==> config.mk <==
export PLATFORM = sky130hd
export DESIGN_NAME = l2_pmem_arbiter
export DESIGN_NICKNAME = d
export VERILOG_FILES = /design/src/source/l2_ctrl_pkg.sv /design/src/source/l2_cache_pkg.sv /design/src/source/l2_pmem_arbiter.sv
export VERILOG_INCLUDE_DIRS = /design/src /design/src/source
export SDC_FILE = /design/constraint.sdc
export NUM_CORES = 1
export LEC_CHECK = 0
export ABC_AREA = 1
export CAP_MARGIN = 0
export CORE_AREA = 2 2 433 435
export DETAILED_ROUTE_END_ITERATION = 6
export DIE_AREA = 0 0 435 437
export DONT_BUFFER_PORTS = 1
export GPL_TIMING_DRIVEN = 0
export PLACE_DENSITY_LB_ADDON = 0.1
export SLEW_MARGIN = 20
export SYNTH_ARGS = -nofsm -noshare
export SYNTH_HDL_FRONTEND = slang
export SYNTH_SLANG_ARGS = --single-unit
export TNS_END_PERCENT = 50
==> constraint.sdc <==
create_clock -name clk -period 80.2 [get_ports clk]
set_clock_uncertainty 0.1 [all_clocks]
set_input_delay 16.04 -clock clk [delete_from_list [all_inputs] [get_ports clk]]
set_output_delay 16.04 -clock clk [all_outputs]
set_load 0.005 [all_outputs]
==> src/source/l2_cache_macros.svh <==
`ifndef L2_CACHE_MACROS_SVH
`define L2_CACHE_MACROS_SVH

// byte address on both ports
`define L2_ADDR_BITS 32

// one line is 32 bytes
`define L2_LINE_BITS 256
`define L2_OFFSET_BITS 5

// 8 sets of 4 ways
`define L2_INDEX_BITS 3
`define L2_WAYS 4

// what is left above index and offset
`define L2_TAG_BITS (`L2_ADDR_BITS - `L2_INDEX_BITS - `L2_OFFSET_BITS)

`endif
==> src/source/l2_ctrl_pkg.sv <==
`default_nettype none

package l2_ctrl_pkg;

    // request FSM
    typedef enum logic [2:0] {
        IDLE,
        LOOKUP,
        EVICT,
        FILL,
        INSTALL
    } l2_state_e;

    // owner of the memory port
    typedef enum logic [1:0] {
        GNT_NONE,
        GNT_FILL,
        GNT_DRAIN
    } pmem_grant_e;

endpackage : l2_ctrl_pkg

`default_nettype wire

==> src/source/l2_cache_pkg.sv <==
`default_nettype none

`include "l2_cache_macros.svh"

package l2_cache_pkg;

    // full byte address
    typedef logic [`L2_ADDR_BITS-1:0] l2_addr_t;

    // whole line, the unit of every transfer
    typedef logic [`L2_LINE_BITS-1:0] l2_line_t;

    // address fields
    typedef logic [`L2_TAG_BITS-1:0] l2_tag_t;
    typedef logic [`L2_INDEX_BITS-1:0] l2_index_t;

    // way number within a set
    typedef logic [$clog2(`L2_WAYS)-1:0] l2_way_t;

    // tree bits, one fewer than the ways
    // bit 2 picks the half, bit 1 covers ways 0/1, bit 0 covers ways 2/3
    typedef logic [`L2_WAYS-2:0] l2_plru_t;

endpackage : l2_cache_pkg

`default_nettype wire

==> src/source/l2_pmem_arbiter.sv <==
`timescale 1ns/1ps
`default_nettype none

`include "l2_cache_macros.svh"

module l2_pmem_arbiter
(
    input  wire                         clk,
    input  wire                         rst,

    // fill peer
    input  wire                         fill_req,
    input  wire l2_cache_pkg::l2_addr_t mem_address,
    output logic                        fill_done,
    output l2_cache_pkg::l2_line_t      fill_line,

    // drain peer
    input  wire                         drain_req,
    input  wire l2_cache_pkg::l2_addr_t drain_address,
    input  wire l2_cache_pkg::l2_line_t drain_data,
    output logic                        drain_done,

    // memory port
    output logic                        pmem_read,
    output logic                        pmem_write,
    output l2_cache_pkg::l2_addr_t      pmem_address,
    output l2_cache_pkg::l2_line_t      pmem_wdata,
    input  wire l2_cache_pkg::l2_line_t pmem_rdata,
    input  wire                         pmem_resp
);

    import l2_ctrl_pkg::*;

    pmem_grant_e grant;

    // fill wins a tie, grant held through pmem_resp
    always_ff @(posedge clk)
    begin
        if (rst)
        begin
            grant <= GNT_NONE;
        end
        else if (grant == GNT_NONE)
        begin
            if (fill_req)
            begin
                grant <= GNT_FILL;
            end
            else if (drain_req)
            begin
                grant <= GNT_DRAIN;
            end
        end
        else if (pmem_resp)
        begin
            grant <= GNT_NONE;
        end
    end

    // pmem_rdata is gone after the response cycle
    always_ff @(posedge clk)
    begin
        if (fill_done)
        begin
            fill_line <= pmem_rdata;
        end
    end

    assign pmem_read  = (grant == GNT_FILL);
    assign pmem_write = (grant == GNT_DRAIN);
    assign fill_done  = pmem_resp && pmem_read;
    assign drain_done = pmem_resp && pmem_write;

    // fill reads the whole line
    assign pmem_address = pmem_write ? drain_address :
        {mem_address[`L2_ADDR_BITS-1:`L2_OFFSET_BITS], {`L2_OFFSET_BITS{1'b0}}};
    assign pmem_wdata   = drain_data;

endmodule : l2_pmem_arbiter

`default_nettype wire

### Word level (Yosys, flattened, before mapping)

Cells that the tools add are included.

* reductions and logical operators: 5
* muxes and demuxes: 5
* equal/unequal tests: 3

Operator list (number)
* 2-to-1 mux 32 bit: 1
* 2-to-1 mux 2 bit: 4
* inequality test 3 bit (second input constant): 1
* equality test 2 x 1 -> 1 bit (second input constant): 1
* equality test 2 bit (second input constant): 1
* logical AND 1 bit: 2
* zero test 2 bit: 1
* AND reduction 2 bit: 1
* nonzero test 2 bit: 1

* logic and storage cells: 15
* register bits after elaboration: 258

### Longest topological paths before layout

* word-level depth: 3
* mapped depth: 6
* gate-level depth less buffers: 5

### Worst setup path before layout

Ideal clock, no wire load.

* path type: in2out
* from: in pmem_resp
* to: out fill_done
* cell stages on the path: 2
* arrival time: 33.387 ns
* slack: 30.673 ns
* cell sequence: inv_1 > nor3_1

* cells in the longest elaborated chain, start to end: 1

RTL lines
* start: declaration: line l2_pmem_arbiter.sv:29 `input wire pmem_resp`
* logical AND 1 bit: line l2_pmem_arbiter.sv:71 `assign fill_done = pmem_resp && pmem_read;`
* end: declaration: line l2_pmem_arbiter.sv:14 `output logic fill_done,`

No other way between the ends.

### Final worst setup path

Same ends and word-level chain as after synthesis.

==> impl_metrics.tcl <==
set metrics [dict create \
    drive_gt1_frac 0.477 \
    gp_congestion 0.856 \
    use_met3 0.0182 \
    core.rowCount 158 \
    min_path_type "reg -> reg" \
    die-area_um2 190000 \
    drtIter0Drc 291 \
    die_y_um 437 \
    cts_max_path_buffers 3 \
    h-tree-depth 2 \
    setup_tns_ns 0 \
    p_sw_frac 0.237 \
    ys_seq_area_frac 0.764 \
    worstPathMaxFanout 11 \
    max_cap_viol_count 0 \
    yosys_warnings 0 \
    p_per_area_nw_per_um2 22.6 \
    synth_edf_count 256 \
    wirelength_um 56000 \
    cts_tree "built" \
    fin_ws_ns 45.53 \
    core_area_um2 185000 \
    leakage_nw 4.62 \
    start_util 0.0547 \
    status "finished clean" \
    clkPwrFrac 0.450 \
    ys.flop_type "edfxtp_1" \
    worst-endpoint-arrival_ns 18.53 \
    critPathLaunchType "input pin" \
    end_kind "output port" \
    nets 1276 \
    port-buffer-count 0 \
    io_pins 1129 \
    cp_data_required_time_ns 64.06 \
    holdBufCountCts 0 \
    synth_most_common_cell "buf_4" \
    placed_cells 3139 \
    syn2layout_area_growth_pct 43.8 \
    fp.dieW_um 435 \
    place_ws_ns 45.44 \
    worst-slew-pin-transition_ns 0.791 \
    grt_overflow 0 \
    comb_power_share 0.070 \
    cts-root-buf "clkbuf_16" \
    clkLatencyLatePin_ns 0.54 \
    grt_pass1_vias 5356 \
    utilization 0.0786 \
    yosys.area.top_type_share 0.760 \
    synth.area.top_cells "edfxtp_1 76%, buf_4 19%, nand2_1 3.2%, dfxtp_1 0.40%, inv_1 0.33%" \
    critPathKind "in -> out" \
    clkSinkCount 258 \
    synth_common_cells "257 x buf_4, 256 x edfxtp_1, 87 x nand2_1" \
    postRouteAntennaNets 0 \
    track_usage 0.0550 \
    ys_ff_latch 258 \
    grt_start_max_net_pins 12 \
    clk_pin_slew_ns 0.05 \
    gr-usage-met1 0.0448 \
    num_vias 5286 \
    seqPwrFrac 0.480 \
    drtPass1Iterations 4 \
    fin_crit_sh 0.432 \
    p_int_mw 0.251 \
    grt_util_met2 0.112 \
    antenna_found_initial 23 \
    setup_viol 0 \
    routedWlPerCell_um 17.5 \
    min_period_ns 34.67 \
    busiest_layer "met2" \
    synth.net_count 1210 \
    avgSynthCellArea_um2 16.1 \
    routed_via_density 1.65 \
    rsz0062_at_grt "no" \
    vdd_drop_max_mv 0.0115 \
    dp_hpwl_um 49400 \
    syn_inst 629 \
    finalPower_mw 0.329 \
    slew-limit-headroom 0.470 \
    drcViolationCount 0 \
    grt_pass1_wl_um 67600 \
    yosysTopAreaCell "edfxtp_1" \
    cts_buffers 34 \
    ctsResizeCount 0 \
    async_flop_share 0 \
    netSwitchingPower_mw 0.0779 \
    hold_viol 0 \
    fmax_ghz 0.0288 \
    final_max_slew_viol_count 0 \
    post_cts_buffers 0 \
    ys_types 13 \
    fillers 21400 \
    syn_area_um2 10100 \
    final_cells 3202 \
]
## worst paths after layout
path / from / endpoint / slack, ns / cells past startpoint
min reg2reg: grant[0] / grant[0] / 0.40 / 2
max: pmem_resp / fill_done / 45.53 / 10
max reg2reg: grant[0] / fill_line[130] / 75.38 / 17
min: grant[0] / grant[0] / 0.40 / 2
## per-layer routing
metal | vias up | wire [um]
li1 | 2054 | -
met1 | 2515 | 15300
met2 | 635 | 33100
met3 | 82 | 4660
met4 | 0 | 2900
met5 | - | 0
## placed cells by master, fill, tap and decap left out, drive strengths merged, types with 2 or more instances in the layout
| cell | Yosys | layout |
|---|---|---|
| buf | 261 | 291 |
| bufinv | 0 | 2 |
| clkbuf | 0 | 40 |
| clkinv | 0 | 11 |
| dfxtp | 2 | 2 |
| diode | 0 | 5 |
| edfxtp | 256 | 256 |
| inv | 10 | 14 |
| nand2 | 88 | 88 |
| nor2 | 9 | 9 |
## critical path, stage by stage
cell	delay [ns]
inv_1	0.04
nor3_2	0.60
buf_4	0.33
buf_4	0.21
buf_4	0.22
buf_4	0.21
buf_4	0.21
buf_4	0.21
buf_4	0.20
buf_4	0.21
## registers in the layout, summed over array words and instances (netlist names)
register,cells
fill_line,256
grant,2
## metrics by stage
step	hold slack, ns	cell area, um^2
6_report	0.397	14500
5_1_grt	0.439	14500
4_1_cts	0.398	14500
3_5_place_dp	0.391	13500
3_3_place_gp	0.378	13200
2_1_floorplan	0.360	10100
## power groups by stage
stage	Clock, mW	Combinational, mW	Sequential [mW]
global route	0.162	0.0244	0.159
finish	0.148	0.0231	0.158
global placement	0	0.0227	0.168
floorplan	0	0.0150	0.163
CTS	0.157	0.0237	0.159
detailed placement	0	0.0237	0.161
## cell families after synthesis
group                  Yosys count  synth area share
AND/OR/NAND/NOR                 98            0.0372
AO/OA/AOI/OAI                    2          0.000989
flip-flops                     258             0.764
buffers and inverters          271             0.198
## area by class of cell
class / instances / area (um^2) / share of cell area
clock inverters: 18 / 163 / 0.0112
plain buffers: 261 / 1960 / 0.135
repair buffers: 30 / 255 / 0.0175
flip-flops and latches: 258 / 7730 / 0.531
diodes: 5 / 12.5 / 0.000860
multi-input cells: 100 / 392 / 0.0269
inverters: 10 / 40.0 / 0.00275
clock buffers: 40 / 895 / 0.0615
well taps: 2480 / 3100 / 0.213
(Power assumes the default switching activity.)
