<file path="config.mk">
export PLATFORM = sky130hd
export DESIGN_NAME = l2_evict_buffer
export DESIGN_NICKNAME = d
export VERILOG_FILES = /design/src/source/l2_cache_pkg.sv /design/src/source/l2_evict_buffer.sv
export VERILOG_INCLUDE_DIRS = /design/src /design/src/source
export SDC_FILE = /design/constraint.sdc
export NUM_CORES = 1
export LEC_CHECK = 0
export BUFFER_PORTS_ARGS = -buffer_cell sky130_fd_sc_hd__buf_2
export CAP_MARGIN = 10
export CORE_AREA = 8 8 434 436
export CTS_BUF_LIST = sky130_fd_sc_hd__clkbuf_8
export CTS_CLUSTER_SIZE = 20
export DETAILED_ROUTE_END_ITERATION = 16
export DIE_AREA = 0 0 442 444
export RECOVER_POWER = 25
export SYNTH_ARGS = -nofsm -noshare
export SYNTH_HDL_FRONTEND = slang
export SYNTH_SLANG_ARGS = --single-unit
export TNS_END_PERCENT = 5
</file>
<file path="constraint.sdc">
create_clock -name clk -period 6.9 [get_ports clk]
set_input_delay 0 -clock clk [delete_from_list [all_inputs] [get_ports clk]]
set_output_delay 0 -clock clk [all_outputs]
set_load 0.02 [all_outputs]
</file>
<file path="src/source/l2_cache_macros.svh">
`ifndef L2_CACHE_MACROS_SVH
`define L2_CACHE_MACROS_SVH

// byte address on both ports
`define L2_ADDR_BITS 32

// one line is 32 bytes
`define L2_LINE_BITS 256
`define L2_OFFSET_BITS 5

// 8 sets of 4 ways
`define L2_INDEX_BITS 3
`define L2_WAYS 4

// what is left above index and offset
`define L2_TAG_BITS (`L2_ADDR_BITS - `L2_INDEX_BITS - `L2_OFFSET_BITS)

`endif
</file>
<file path="src/source/l2_cache_pkg.sv">
`default_nettype none

`include "l2_cache_macros.svh"

package l2_cache_pkg;

    // full byte address
    typedef logic [`L2_ADDR_BITS-1:0] l2_addr_t;

    // whole line, the unit of every transfer
    typedef logic [`L2_LINE_BITS-1:0] l2_line_t;

    // address fields
    typedef logic [`L2_TAG_BITS-1:0] l2_tag_t;
    typedef logic [`L2_INDEX_BITS-1:0] l2_index_t;

    // way number within a set
    typedef logic [$clog2(`L2_WAYS)-1:0] l2_way_t;

    // tree bits, one fewer than the ways
    // bit 2 picks the half, bit 1 covers ways 0/1, bit 0 covers ways 2/3
    typedef logic [`L2_WAYS-2:0] l2_plru_t;

endpackage : l2_cache_pkg

`default_nettype wire

</file>
<file path="src/source/l2_evict_buffer.sv">
`timescale 1ns/1ps
`default_nettype none

`include "l2_cache_macros.svh"

module l2_evict_buffer
(
    input  wire                          clk,
    input  wire                          rst,
    input  wire l2_cache_pkg::l2_index_t index,
    input  wire l2_cache_pkg::l2_tag_t   tag,
    input  wire l2_cache_pkg::l2_tag_t   victim_tag,
    input  wire l2_cache_pkg::l2_line_t  victim_line,
    input  wire l2_cache_pkg::l2_line_t  wdata,
    input  wire                          ewb_load,
    input  wire                          ewb_write,
    input  wire                          drain_done,
    output logic                         ewb_hit,
    output logic                         ewb_empty,
    output logic                         ewb_draining,
    output l2_cache_pkg::l2_line_t       ewb_rdata,
    output logic                         drain_req,
    output l2_cache_pkg::l2_addr_t       drain_address,
    output l2_cache_pkg::l2_line_t       drain_data
);

    import l2_cache_pkg::*;

    logic      full;
    l2_tag_t   buf_tag;
    l2_index_t buf_index;
    l2_line_t  buf_line;

    always_ff @(posedge clk)
    begin
        if (rst)
        begin
            full         <= 1'b0;
            ewb_draining <= 1'b0;
        end
        else
        begin
            // load only happens while empty
            if (ewb_load)
            begin
                full <= 1'b1;
            end
            else if (drain_done)
            begin
                full <= 1'b0;
            end
            // set one cycle after the request first shows up
            if (drain_done)
            begin
                ewb_draining <= 1'b0;
            end
            else if (drain_req)
            begin
                ewb_draining <= 1'b1;
            end
        end
    end

    // victim address is its tag plus the set being missed on
    always_ff @(posedge clk)
    begin
        if (ewb_load)
        begin
            buf_tag   <= victim_tag;
            buf_index <= index;
            buf_line  <= victim_line;
        end
        else if (ewb_write)
        begin
            // cpu write to the held line
            buf_line <= wdata;
        end
    end

    assign ewb_hit       = full && (buf_tag == tag) && (buf_index == index);
    assign ewb_empty     = ~full;
    assign ewb_rdata     = buf_line;
    assign drain_req     = full;
    assign drain_data    = buf_line;
    assign drain_address = {buf_tag, buf_index, {`L2_OFFSET_BITS{1'b0}}};

endmodule : l2_evict_buffer

`default_nettype wire

</file>
After elaboration in Yosys (flattened, before gate mapping)
Cells that the tools add are included.
{"block": "word_totals", "ff_bits": 285, "input_bits": 568, "out_inout_bits": 548, "wordCells": 17}
{"block": "op_classes", "eq_ne": 2, "muxes": 4, "n_bitwise": 1, "reduce_logical": 5}
{"operator": "256-bit 2-to-1 mux", "count": 2}
{"operator": "24-bit equality test", "count": 1}
{"operator": "2-bit nonzero test", "count": 2}
{"operator": "3-bit equality test", "count": 1}
{"operator": "1-bit logical AND", "count": 2}
{"operator": "1-bit 2-to-1 mux", "count": 2}
{"operator": "2-bit OR reduction", "count": 1}
{"operator": "1-bit NOT", "count": 1}

Depth between registers and ports, before layout
{"block": "depth", "ltp_word": 3, "depth_mapped": 5, "ltp_nobuf": 4}

Worst setup path before layout
OpenSTA, ideal clock, no wires.
{"block": "synth_timing", "path_type": "in2reg", "startpoint": "input ewb_load", "endpoint": "register buf_line[0] (netlist: drain_data[0]) (enable)", "setup_ns": 0.511, "arrival_ns": 3.463, "t_required_ns": 6.389, "path_slack_ns": 2.926, "stages": 4, "n_path_buf": 3, "cell_sequence": "buf_6 > buf_6 > buf_6 > or2_2"}
{"block": "synth_via", "elab_chain_cells": 1}
{"element": "start: declaration", "line": "l2_evict_buffer.sv:15", "rtl": "input wire ewb_load,"}
{"element": "2-bit nonzero test (no source line)"}
{"element": "end signal: assignment", "line": "l2_evict_buffer.sv:71", "rtl": "buf_line <= victim_line;"}
{"element": "end signal: assignment", "line": "l2_evict_buffer.sv:76", "rtl": "buf_line <= wdata;"}
{"element": "end: declaration", "line": "l2_evict_buffer.sv:32", "rtl": "l2_line_t buf_line;"}
Every way passes these cells.
A chain may end at the register's enable or synchronous reset.

Final worst setup path
{"block": "layout_timing", "startpoint": "input ewb_load", "endpoint": "register buf_line[250] (netlist: drain_data[250]), data pin"}
{"block": "layout_via", "elab_chain_cells": 1}
{"element": "256-bit 2-to-1 mux", "line": "l2_evict_buffer.sv:67", "rtl": "if (ewb_load)"}
Every way passes these cells.

==> results.toml <==
[clocking]
hold_buffers = 695
clock_latency_ns = 0.73
cts_tree = "yes"
cts-htree-levels = 2
cts.sinks = 285
postCtsSetupBuffers = 0
path_clk_slew_ns = 0.06
cts_resized = 0
cts_max_path_buffers = 3
cts_buffers = 59
cts_root_buf = "clkbuf_8"

[detailed_routing]
vias = 14593
ant_nets = 0
drt-pass1-iter-count = 5
wl_mm = 139
drtIter0Drc = 1325
viasPerCell = 2.96
drc = 0
wl_per_cell_um = 28.3

[grt]
grt_pass1_wl_mm = 172
top_usage_layer = "met2"
met3_usage = 0.0675
grt_util_met2 = 0.227
grt_use_total = 0.134
grt_pass1_vias = 15180
grt_max_degree = 90
grt_overflow = 0
antenna_found_initial = 106
met1_usage = 0.154

[critical_path]
startpoint_type = "input pin"
cp_data_required_time_ns = 7.39
worst_path_largest_cell_delay_ns = 2.22
arrival_ns = 5.13
worstPathMaxFanout = 47
crit_chain = "dlygate4sd3_1, clkbuf_1, buf_4, buf_4, mux2_2, dlygate4sd3_1"
endpoint_kind = "flip-flop"
slowest_stage = "clkbuf_1"
worstSetupPathType = "input pin to flip-flop"

[power]
irDropWorstVdd_mv = 0.119
clock_power_share = 0.309
powerDensity_mw_per_mm2 = 214
p_leak_nw = 12.2
swShare = 0.364
combPwrFrac = 0.296
p_total_mw = 6.21
p_seq_frac = 0.395
intPower_mw = 3.95
switchingPower_mw = 2.26

[finish]
nets = 3033
syn_to_final_growth_pct = 96.8
drive_gt1_frac = 0.496
mostFrequentLayoutCells = "910 x buf_2, 695 x dlygate4sd3_1, 283 x edfxtp_1"
fillerInstances = 20144
stdcell_count = 4924
layout_commonest_cell = "buf_2"

[timing]
worstMarginPinSlew_ns = 3.15
layout_worst_path_cycle_share = 0.673
rsz0062_at_grt = "false"
final.min_clock_period_ns = 4.65
whs_ns = 0.110
slew-limit-headroom = -1.10
setup-tns-final_ns = 0
fin_worst_skew_ns = 0.000214
report.final.hold_viol_count = 0
setup_slack_ns = 2.25
maxSlewViolCount = 38
max_freq_ghz = 0.215
setup_violations = 0

[placement]
dp_worst_setup_slack_ns = 4.19
gp_congestion = 0.930
portBuffers = 1110
dp_hpwl_mm = 120
dp_cells = 4094

[floorplan]
ios = 1116
core_sq_mm = 0.182
initial_core_util = 0.0813
row_count = 157
die_h_um = 444
die_area_sq_mm = 0.196
die_x_um = 442

[synthesis]
syn-cell-area_sq_mm = 0.0148
synth_top_area_share = 0.575
synth.area.top_cells = "edfxtp_1 58%, mux2_4 20%, buf_4 13%"
yosys_register_bits = 285
syn_avg_cell_area_sq_um = 16.9
ys_warn_count = 0
netlist_instances = 875
synth_cell_type_count = 18
yosysSeqAreaShare = 0.578
yosysTopAreaCell = "edfxtp_1"

[flow_run]
maxCapViolations = 1

[status]
failed_checks = "max-capacitance violations, max-slew violations"
outcome = "complete, but fails checks"

[hold_path]
holdCritPathClass = "input pin to flip-flop"
-- area by class of cell --
cell class / instances / area [sq um] / area share
timing repair buffer: 1815 / 12300 / 0.425
sequential: 285 / 8540 / 0.294
multi-input combinational: 302 / 3930 / 0.135
tap: 2385 / 2980 / 0.103
clock buffer: 60 / 826 / 0.0284
clock inverter: 45 / 377 / 0.0130
antenna: 30 / 75.1 / 0.00258
inverter: 2 / 7.51 / 0.000258
-- power by group through the flow --
stage	clock network, mW	logic, mW	registers [mW]
after floorplan	0	0.718	2.49
after global placement	0	1.50	2.51
after detailed placement	0	1.50	2.51
after CTS	2.00	1.89	2.48
after global routing	2.05	1.93	2.48
final	1.92	1.84	2.45
-- cell families (layout without fill, tap and decap cells) --
| logic type | after synthesis | after routing | share of synthesized area |
|---|---|---|---|
| multiplexers | 256 | 256 | 0.246 |
| AND/OR/NAND/NOR | 13 | 13 | 0.00550 |
| XOR/XNOR | 27 | 27 | 0.0160 |
| other | 1 | 35 | 0.000254 |
| buffers and inverters | 292 | 1922 | 0.154 |
| flip-flops | 285 | 285 | 0.578 |
| AO/OA/AOI/OAI | 1 | 1 | 0.000338 |
-- Yosys cell counts --
cell        n
edfxtp_1  283
buf_4     261
mux2_4    201
mux2_2     55
buf_6      26
xor2_1     15
xnor2_1    12
nand4_1     4
nor4_1      4
buf_2       3
dfxtp_1     2
inv_1       2
nor2_1      2
a21oi_1     1
conb_1      1
nor3_1      1
nor4_2      1
or2_2       1
-- registers in the layout, summed over array words and instances, names as in the netlist --
register and cells:
buf_index 3, buf_tag 24, drain_data 256, drain_req 1
ewb_draining 1
-- critical path, delay by kind of cell --
family                 cells  cell delay [ns]
buffers and inverters      5             4.59
multiplexers               1             0.43
-- final timing paths --
path / start / end / slack, ns / cells past startpoint
setup / recovery: ewb_load / drain_data[250] / 2.25 / 6
setup reg to reg: drain_req / drain_req / 5.61 / 3
hold reg to reg: ewb_draining / ewb_draining / 1.10 / 3
hold / removal: victim_line[211] / drain_data[211] / 0.11 / 3
-- through the flow --
| stage | utilization | instance area, sq um |
|---|---|---|
| global route | 0.160 | 29000 |
| CTS | 0.161 | 29300 |
| global placement | 0.116 | 21200 |
| finish | 0.160 | 29100 |
| floorplan | - | 14800 |
| detailed placement | 0.116 | 21200 |
-- metal layers --
metal  routed length (um)  share of wire
met1                53200           0.38
met2                65600           0.47
met3                17000           0.12
met4                 3060          0.022
met5                  381         0.0027
Power figures use the tool's default switching activity.
