==> config.mk <==
export PLATFORM = sky130hd
export DESIGN_NAME = l2_cache_control
export DESIGN_NICKNAME = d
export VERILOG_FILES = /design/src/source/l2_ctrl_pkg.sv /design/src/source/l2_cache_pkg.sv /design/src/source/l2_cache_control.sv
export VERILOG_INCLUDE_DIRS = /design/src /design/src/source
export SDC_FILE = /design/constraint.sdc
export NUM_CORES = 1
export LEC_CHECK = 0
export CAP_MARGIN = 20
export CORE_AREA = 3 3 302 304
export DETAILED_ROUTE_END_ITERATION = 8
export DIE_AREA = 0 0 305 307
export DONT_BUFFER_PORTS = 1
export GPL_TIMING_DRIVEN = 0
export MAX_ROUTING_LAYER = met4
export PLACE_DENSITY = 0.3
export SYNTH_ARGS = -nofsm -noshare
export SYNTH_HDL_FRONTEND = slang
export SYNTH_SLANG_ARGS = --single-unit
==> constraint.sdc <==
create_clock -name clk -period 1.76 [get_ports clk]
set_clock_uncertainty 0.15 [all_clocks]
set_input_delay 0.352 -clock clk [delete_from_list [all_inputs] [get_ports clk]]
set_output_delay 0.352 -clock clk [all_outputs]
set_load 0.01 [all_outputs]
==> src/source/l2_cache_macros.svh <==
`ifndef L2_CACHE_MACROS_SVH
`define L2_CACHE_MACROS_SVH

// byte address on both ports
`define L2_ADDR_BITS 32

// one line is 32 bytes
`define L2_LINE_BITS 256
`define L2_OFFSET_BITS 5

// 8 sets of 4 ways
`define L2_INDEX_BITS 3
`define L2_WAYS 4

// what is left above index and offset
`define L2_TAG_BITS (`L2_ADDR_BITS - `L2_INDEX_BITS - `L2_OFFSET_BITS)

`endif
==> src/source/l2_ctrl_pkg.sv <==
`default_nettype none

package l2_ctrl_pkg;

    // request FSM
    typedef enum logic [2:0] {
        IDLE,
        LOOKUP,
        EVICT,
        FILL,
        INSTALL
    } l2_state_e;

    // owner of the memory port
    typedef enum logic [1:0] {
        GNT_NONE,
        GNT_FILL,
        GNT_DRAIN
    } pmem_grant_e;

endpackage : l2_ctrl_pkg

`default_nettype wire

==> src/source/l2_cache_pkg.sv <==
`default_nettype none

`include "l2_cache_macros.svh"

package l2_cache_pkg;

    // full byte address
    typedef logic [`L2_ADDR_BITS-1:0] l2_addr_t;

    // whole line, the unit of every transfer
    typedef logic [`L2_LINE_BITS-1:0] l2_line_t;

    // address fields
    typedef logic [`L2_TAG_BITS-1:0] l2_tag_t;
    typedef logic [`L2_INDEX_BITS-1:0] l2_index_t;

    // way number within a set
    typedef logic [$clog2(`L2_WAYS)-1:0] l2_way_t;

    // tree bits, one fewer than the ways
    // bit 2 picks the half, bit 1 covers ways 0/1, bit 0 covers ways 2/3
    typedef logic [`L2_WAYS-2:0] l2_plru_t;

endpackage : l2_cache_pkg

`default_nettype wire

==> src/source/l2_cache_control.sv <==
`timescale 1ns/1ps
`default_nettype none

module l2_cache_control
(
    input  wire                         clk,
    input  wire                         rst,

    // cpu request, held until mem_resp
    input  wire                         mem_read,
    input  wire                         mem_write,
    output logic                        mem_resp,
    output l2_cache_pkg::l2_line_t      mem_rdata,

    // way arrays
    input  wire                         hit,
    input  wire                         victim_dirty,
    input  wire l2_cache_pkg::l2_line_t array_rdata,
    output logic                        touch,
    output logic                        write_hit,
    output logic                        install,
    output logic                        invalidate,

    // eviction buffer
    input  wire                         ewb_hit,
    input  wire                         ewb_empty,
    input  wire                         ewb_draining,
    input  wire l2_cache_pkg::l2_line_t ewb_rdata,
    output logic                        ewb_load,
    output logic                        ewb_write,

    // line fill through the arbiter
    output logic                        fill_req,
    input  wire                         fill_done
);

    import l2_ctrl_pkg::*;

    l2_state_e state;
    l2_state_e state_next;

    // a buffered line is never valid in the ways as well
    assign mem_rdata = ewb_hit ? ewb_rdata : array_rdata;

    always_ff @(posedge clk)
    begin
        if (rst)
        begin
            state <= IDLE;
        end
        else
        begin
            state <= state_next;
        end
    end

    always_comb
    begin
        state_next = state;
        mem_resp   = 1'b0;
        touch      = 1'b0;
        write_hit  = 1'b0;
        install    = 1'b0;
        invalidate = 1'b0;
        ewb_load   = 1'b0;
        ewb_write  = 1'b0;
        fill_req   = 1'b0;

        case (state)
            IDLE:
            begin
                if (mem_read || mem_write)
                begin
                    state_next = LOOKUP;
                end
            end

            LOOKUP:
            begin
                if (hit)
                begin
                    // answer this cycle, pseudo-LRU and dirty bit follow at the edge
                    mem_resp   = 1'b1;
                    touch      = 1'b1;
                    write_hit  = mem_write;
                    state_next = IDLE;
                end
                else if (ewb_hit)
                begin
                    // line is on its way to memory so a write must wait
                    if (!(mem_write && ewb_draining))
                    begin
                        mem_resp   = 1'b1;
                        ewb_write  = mem_write;
                        state_next = IDLE;
                    end
                end
                else if (victim_dirty)
                begin
                    state_next = EVICT;
                end
                else
                begin
                    // clean or invalid victim is simply overwritten
                    state_next = FILL;
                end
            end

            EVICT:
            begin
                // only one buffered line at a time
                if (ewb_empty)
                begin
                    ewb_load   = 1'b1;
                    invalidate = 1'b1;
                    state_next = FILL;
                end
            end

            FILL:
            begin
                fill_req = 1'b1;
                if (fill_done)
                begin
                    state_next = INSTALL;
                end
            end

            INSTALL:
            begin
                // next lookup hits and finishes the request
                install    = 1'b1;
                state_next = LOOKUP;
            end

            default:
            begin
                state_next = IDLE;
            end
        endcase
    end

endmodule : l2_cache_control

`default_nettype wire

== Yosys cells after proc, flatten, opt, wreduce, memory -nomap -nowiden ==
Cells that the tools add are included.
Cells by class
  add/subtract/negate cells: 0
  div/mod/pow operators: 0
  shifts and indexed selects: 0
  multipliers: 0
  bitwise logic cells: 0
  equality and inequality tests: 8
  $lt $le $gt $ge: 0
  mux-type cells: 25
  reductions and logical operators: 4
Operators with widths (count)
  $mux 256: 1
  $mux 3: 6
  $mux 1: 17
  $pmux 3 s5: 1
  $eq 3x2->1 const B: 2
  $ne 2x2->1 const B: 3
  $ne 4x4->1 const B: 1
  $reduce_and 4->1: 1
  $eq 3x1->1 const B: 1
  $eq 3x3->1 const B: 1
  $logic_not 3->1: 1
  $logic_and 1x1->1: 1
  $logic_or 1x1->1: 1
Storage, ports and cells
  register bits after elaboration: 3
  output and inout bits: 264
  bits in read-only memories: 0
  bits of input ports: 522
  bits in latches: 0
  bits in writable memories: 0
  logic and storage cells: 38
  memories: 0

== Depth between registers and ports, before layout ==
  depth in word-level cells: 5
  gate-level depth with buffers: 6
  gate-level depth less buffers: 4

== Worst setup path after synthesis ==
Ideal clock, no wire load.
  path type: register -> output
  from: reg state[1]
  to: out invalidate
  path slack: -0.007 ns
  required time: 1.258 ns
  cell stages (with the launch flop): 5
  data arrival time: 1.265 ns
  path through: dfxtp_1 > buf_2 > inv_1 > nor4_1 > buf_4
On the way
  cells in the longest elaborated chain, start to end: 2
Ends and longest elaborated chain
  start: declaration: RTL line l2_cache_control.sv:39  | l2_state_e state;
  start signal: assignment: RTL line l2_cache_control.sv:53  | state <= state_next;
  $eq 3x2->1
  $mux 1
  end: declaration: RTL line l2_cache_control.sv:22  | output logic invalidate,
No other way between the ends.

== Worst setup path after layout ==
  from: in ewb_hit
  to: out mem_rdata[78]
On the way
  cells in the longest elaborated chain, start to end: 1
Ends and longest elaborated chain
  start: declaration: RTL line l2_cache_control.sv:25  | input wire ewb_hit,
  $mux 256: RTL line l2_cache_control.sv:43  | assign mem_rdata = ewb_hit ? ewb_rdata : array_rdata;
  end: declaration: RTL line l2_cache_control.sv:13  | output l2_cache_pkg::l2_line_t mem_rdata,
No other way between the ends.

==> results.sh <==
export IMPL_area_delta_synth_final_pct=82.8
export IMPL_static_leakage_power_nw=2.15
export IMPL_wl_per_cell_um=40.0
export IMPL_synth_top_family_by_area="multiplexers"
export IMPL_crit_type="input port to output port"
export IMPL_start_kind="input port"
export IMPL_totalWireLength_mm=61.2
export IMPL_synth_edf_count=0
export IMPL_postSynthAreaPerCell_um2=10.4
export IMPL_top_regs="state: 3 flops"
export IMPL_setup_viol=0
export IMPL_initial_core_util_pct=3.74
export IMPL_whs_ns=0.0389
export IMPL_cts_htree_levels=1
export IMPL_grt_pass1_vias=3788
export IMPL_viasPerCell=2.27
export IMPL_largest_register_ffs=3
export IMPL_drc=0
export IMPL_cts_tree="yes"
export IMPL_maxSlewHeadroom_pct=67.2
export IMPL_synth_xor_area_share_pct=0
export IMPL_hp_start="rst"
export IMPL_fin_crit_ns=1.74
export IMPL_num_nets_final=856
export IMPL_top_register="state"
export IMPL_fillers=10300
export IMPL_critPathMostFrequentCell="buf_16"
export IMPL_core_area_um2=88500
export IMPL_regArea_um2=65.1
export IMPL_synth_seq_cells=3
export IMPL_path_clk_slew_ns=0.03
export IMPL_path_cells="buf_16 > buf_16 > buf_12 > mux2_2"
export IMPL_num_io_pins=786
export IMPL_multi_input_area_um2=3650
export IMPL_antenna_found_initial=34
export IMPL_yosys_area_share_adder_pct=0
export IMPL_synth_mux_area_share_pct=87.2
export IMPL_path_max_fanout=6
export IMPL_fp_dieW_um=305
export IMPL_hpwl_mm=57.4
export IMPL_synth_nets=841
export IMPL_final_setup_worst_slack_ns=0.0219
export IMPL_final_antenna_net_count=0
export IMPL_synthSimpleGateAreaFrac_pct=3.44
export IMPL_grt_usage_pct=12.5
export IMPL_period_share_pct=98.8
export IMPL_first_iter_violations=167
export IMPL_grt_pass1_wl_mm=68.1
export IMPL_hold_class="input port to flip-flop"
export IMPL_dr_pass1_iters=6
export IMPL_cts_buffer_depth=2
export IMPL_cp_required_ns=1.26
export IMPL_cts_sinks=3
export IMPL_worstSetupEndpointType="output port"
export IMPL_synth_compound_gate_area_share_pct=1.14
export IMPL_power_density_nw_per_um2=413
export IMPL_synth_ff_type="dfxtp_1"
export IMPL_vias=3474
export IMPL_crit_family="buffers and inverters"
export IMPL_cp_data_arrival_time_ns=1.24
export IMPL_status="completed"
export IMPL_utilization_pct=6.83
export IMPL_yosys_warnings=0
export IMPL_rsz0062_at_grt="yes"
export IMPL_syn_area_um2=3310
export IMPL_slowest_stage="mux2_2"
export IMPL_max_stage_delay_ns=0.43
export IMPL_std_cell_rows=109
export IMPL_startpoint="ewb_hit"
export IMPL_dieArea_um2=93600
export IMPL_synth_async_sr_flop_share_pct=0
export IMPL_overflow=0
export IMPL_clk_latency_ns=0.23
export IMPL_tightest_slew_ns=0.490
export IMPL_port_buffers=0
export IMPL_syn_inst=319
export IMPL_clock_fmax_ghz=0.575
export IMPL_path_buf_inv=3
export IMPL_vdd_ir_drop_worst_v=0.000309
export IMPL_dp_slack_ns=-0.858
export IMPL_cap_violations=0
export IMPL_gp_congestion=0.823
export IMPL_drive_above_1_share_pct=71.2
export IMPL_slew_viol_final=0
export IMPL_synth_distinct_cells=21
export IMPL_hold_violations=0
export IMPL_cts_root_buffer="clkbuf_16"
export IMPL_r2r_start="state[1]$_SDFFE_PP0P_"
export IMPL_synth_seq_area_share_pct=1.82
export IMPL_grt_max_degree=11
export IMPL_die_h_um=307
export IMPL_holdBufCountCts=0
export IMPL_numCtsBuffers=3
## path summary, 6_finish.rpt
path,endpoint,slack [ns],depth (start not counted)
worst min register to register,state[1]$_SDFFE_PP0P_,0.43,1
worst max register to register,state[0]$_SDFFE_PP0P_,0.25,6
worst min-delay path,state[0]$_SDFFE_PP0P_,0.04,1
worst max-delay path,mem_rdata[78],0.02,4
## cells by family after synthesis
logic type / count (synthesis)
buf+inv: 33
compound gates: 6
flops: 3
simple gates: 21
mux: 256
## layout by cell type, fill, tap and decap left out, types with 2 or more instances in the layout
master,netlist,final
a21oi_1,3,3
buf_12,0,15
buf_16,0,7
buf_4,20,8
buf_6,0,4
buf_8,0,7
clkbuf_16,0,3
diode_2,0,31
mux2_1,256,73
mux2_2,0,30
mux2_4,0,153
nand2_1,3,3
nand3_1,2,2
nor2_1,4,3
nor3_1,3,2
## cell usage after synthesis, drive strengths merged (2+ instances only)
cell / instances / area share (%)
a21oi: 3 / 0.45
buf: 31 / 6.2
nor4: 2 / 0.38
nand3: 2 / 0.30
mux2: 256 / 87
nand2: 3 / 0.34
nor3: 3 / 0.45
nor2: 4 / 0.45
and3: 2 / 0.38
dfxtp: 3 / 1.8
## stage by stage
stage	std cells	TNS [ns]	instance area, um^2	power, W
2_1_floorplan	319	0	3310	0.000905
3_3_place_gp	1484	-152.25	4770	0.00177
3_5_place_dp	1484	-156.28	4770	0.00180
4_1_cts	1496	-0.115	5890	0.00263
5_1_grt	1527	-0.0396	6040	0.00262
6_report	1529	0	6050	0.00250
## layout make-up
| cell class | instances | share of cell area, % |
|---|---|---|
| Antenna cell | 31 | 1.28 |
| Sequential cell | 3 | 1.08 |
| Timing Repair Buffer | 10 | 2.90 |
| Buffer | 31 | 8.73 |
| Inverter | 2 | 0.207 |
| Tap cell | 1165 | 24.1 |
| Multi-Input combinational cell | 283 | 60.4 |
| Clock buffer | 4 | 1.30 |
## power by group
| part | switching [W] | internal (W) |
|---|---|---|
| combinational | 0.00128 | 0.000764 |
| sequential | 0.0000107 | 0.0000737 |
| clock | 0.0000698 | 0.000300 |
| total | 0.00136 | 0.00114 |
## timing repair
item | CTS | global route
endpoints found under the setup margin | 265 | 18
resized for setup | 422 | 16
pin swaps | 2 | 1
cloned | 5 | 0
setup buffers | 3 | 2
## routing by layer
layer	vias to the layer above	routed length [um]	GRT usage, %
met3	46	4980	3.75
met1	1699	26300	15.3
li1	1281	-	-
met5	-	0	-
met4	0	1200	2.29
met2	448	28800	20.3
No activity file was read; power rests on OpenSTA's default activity.
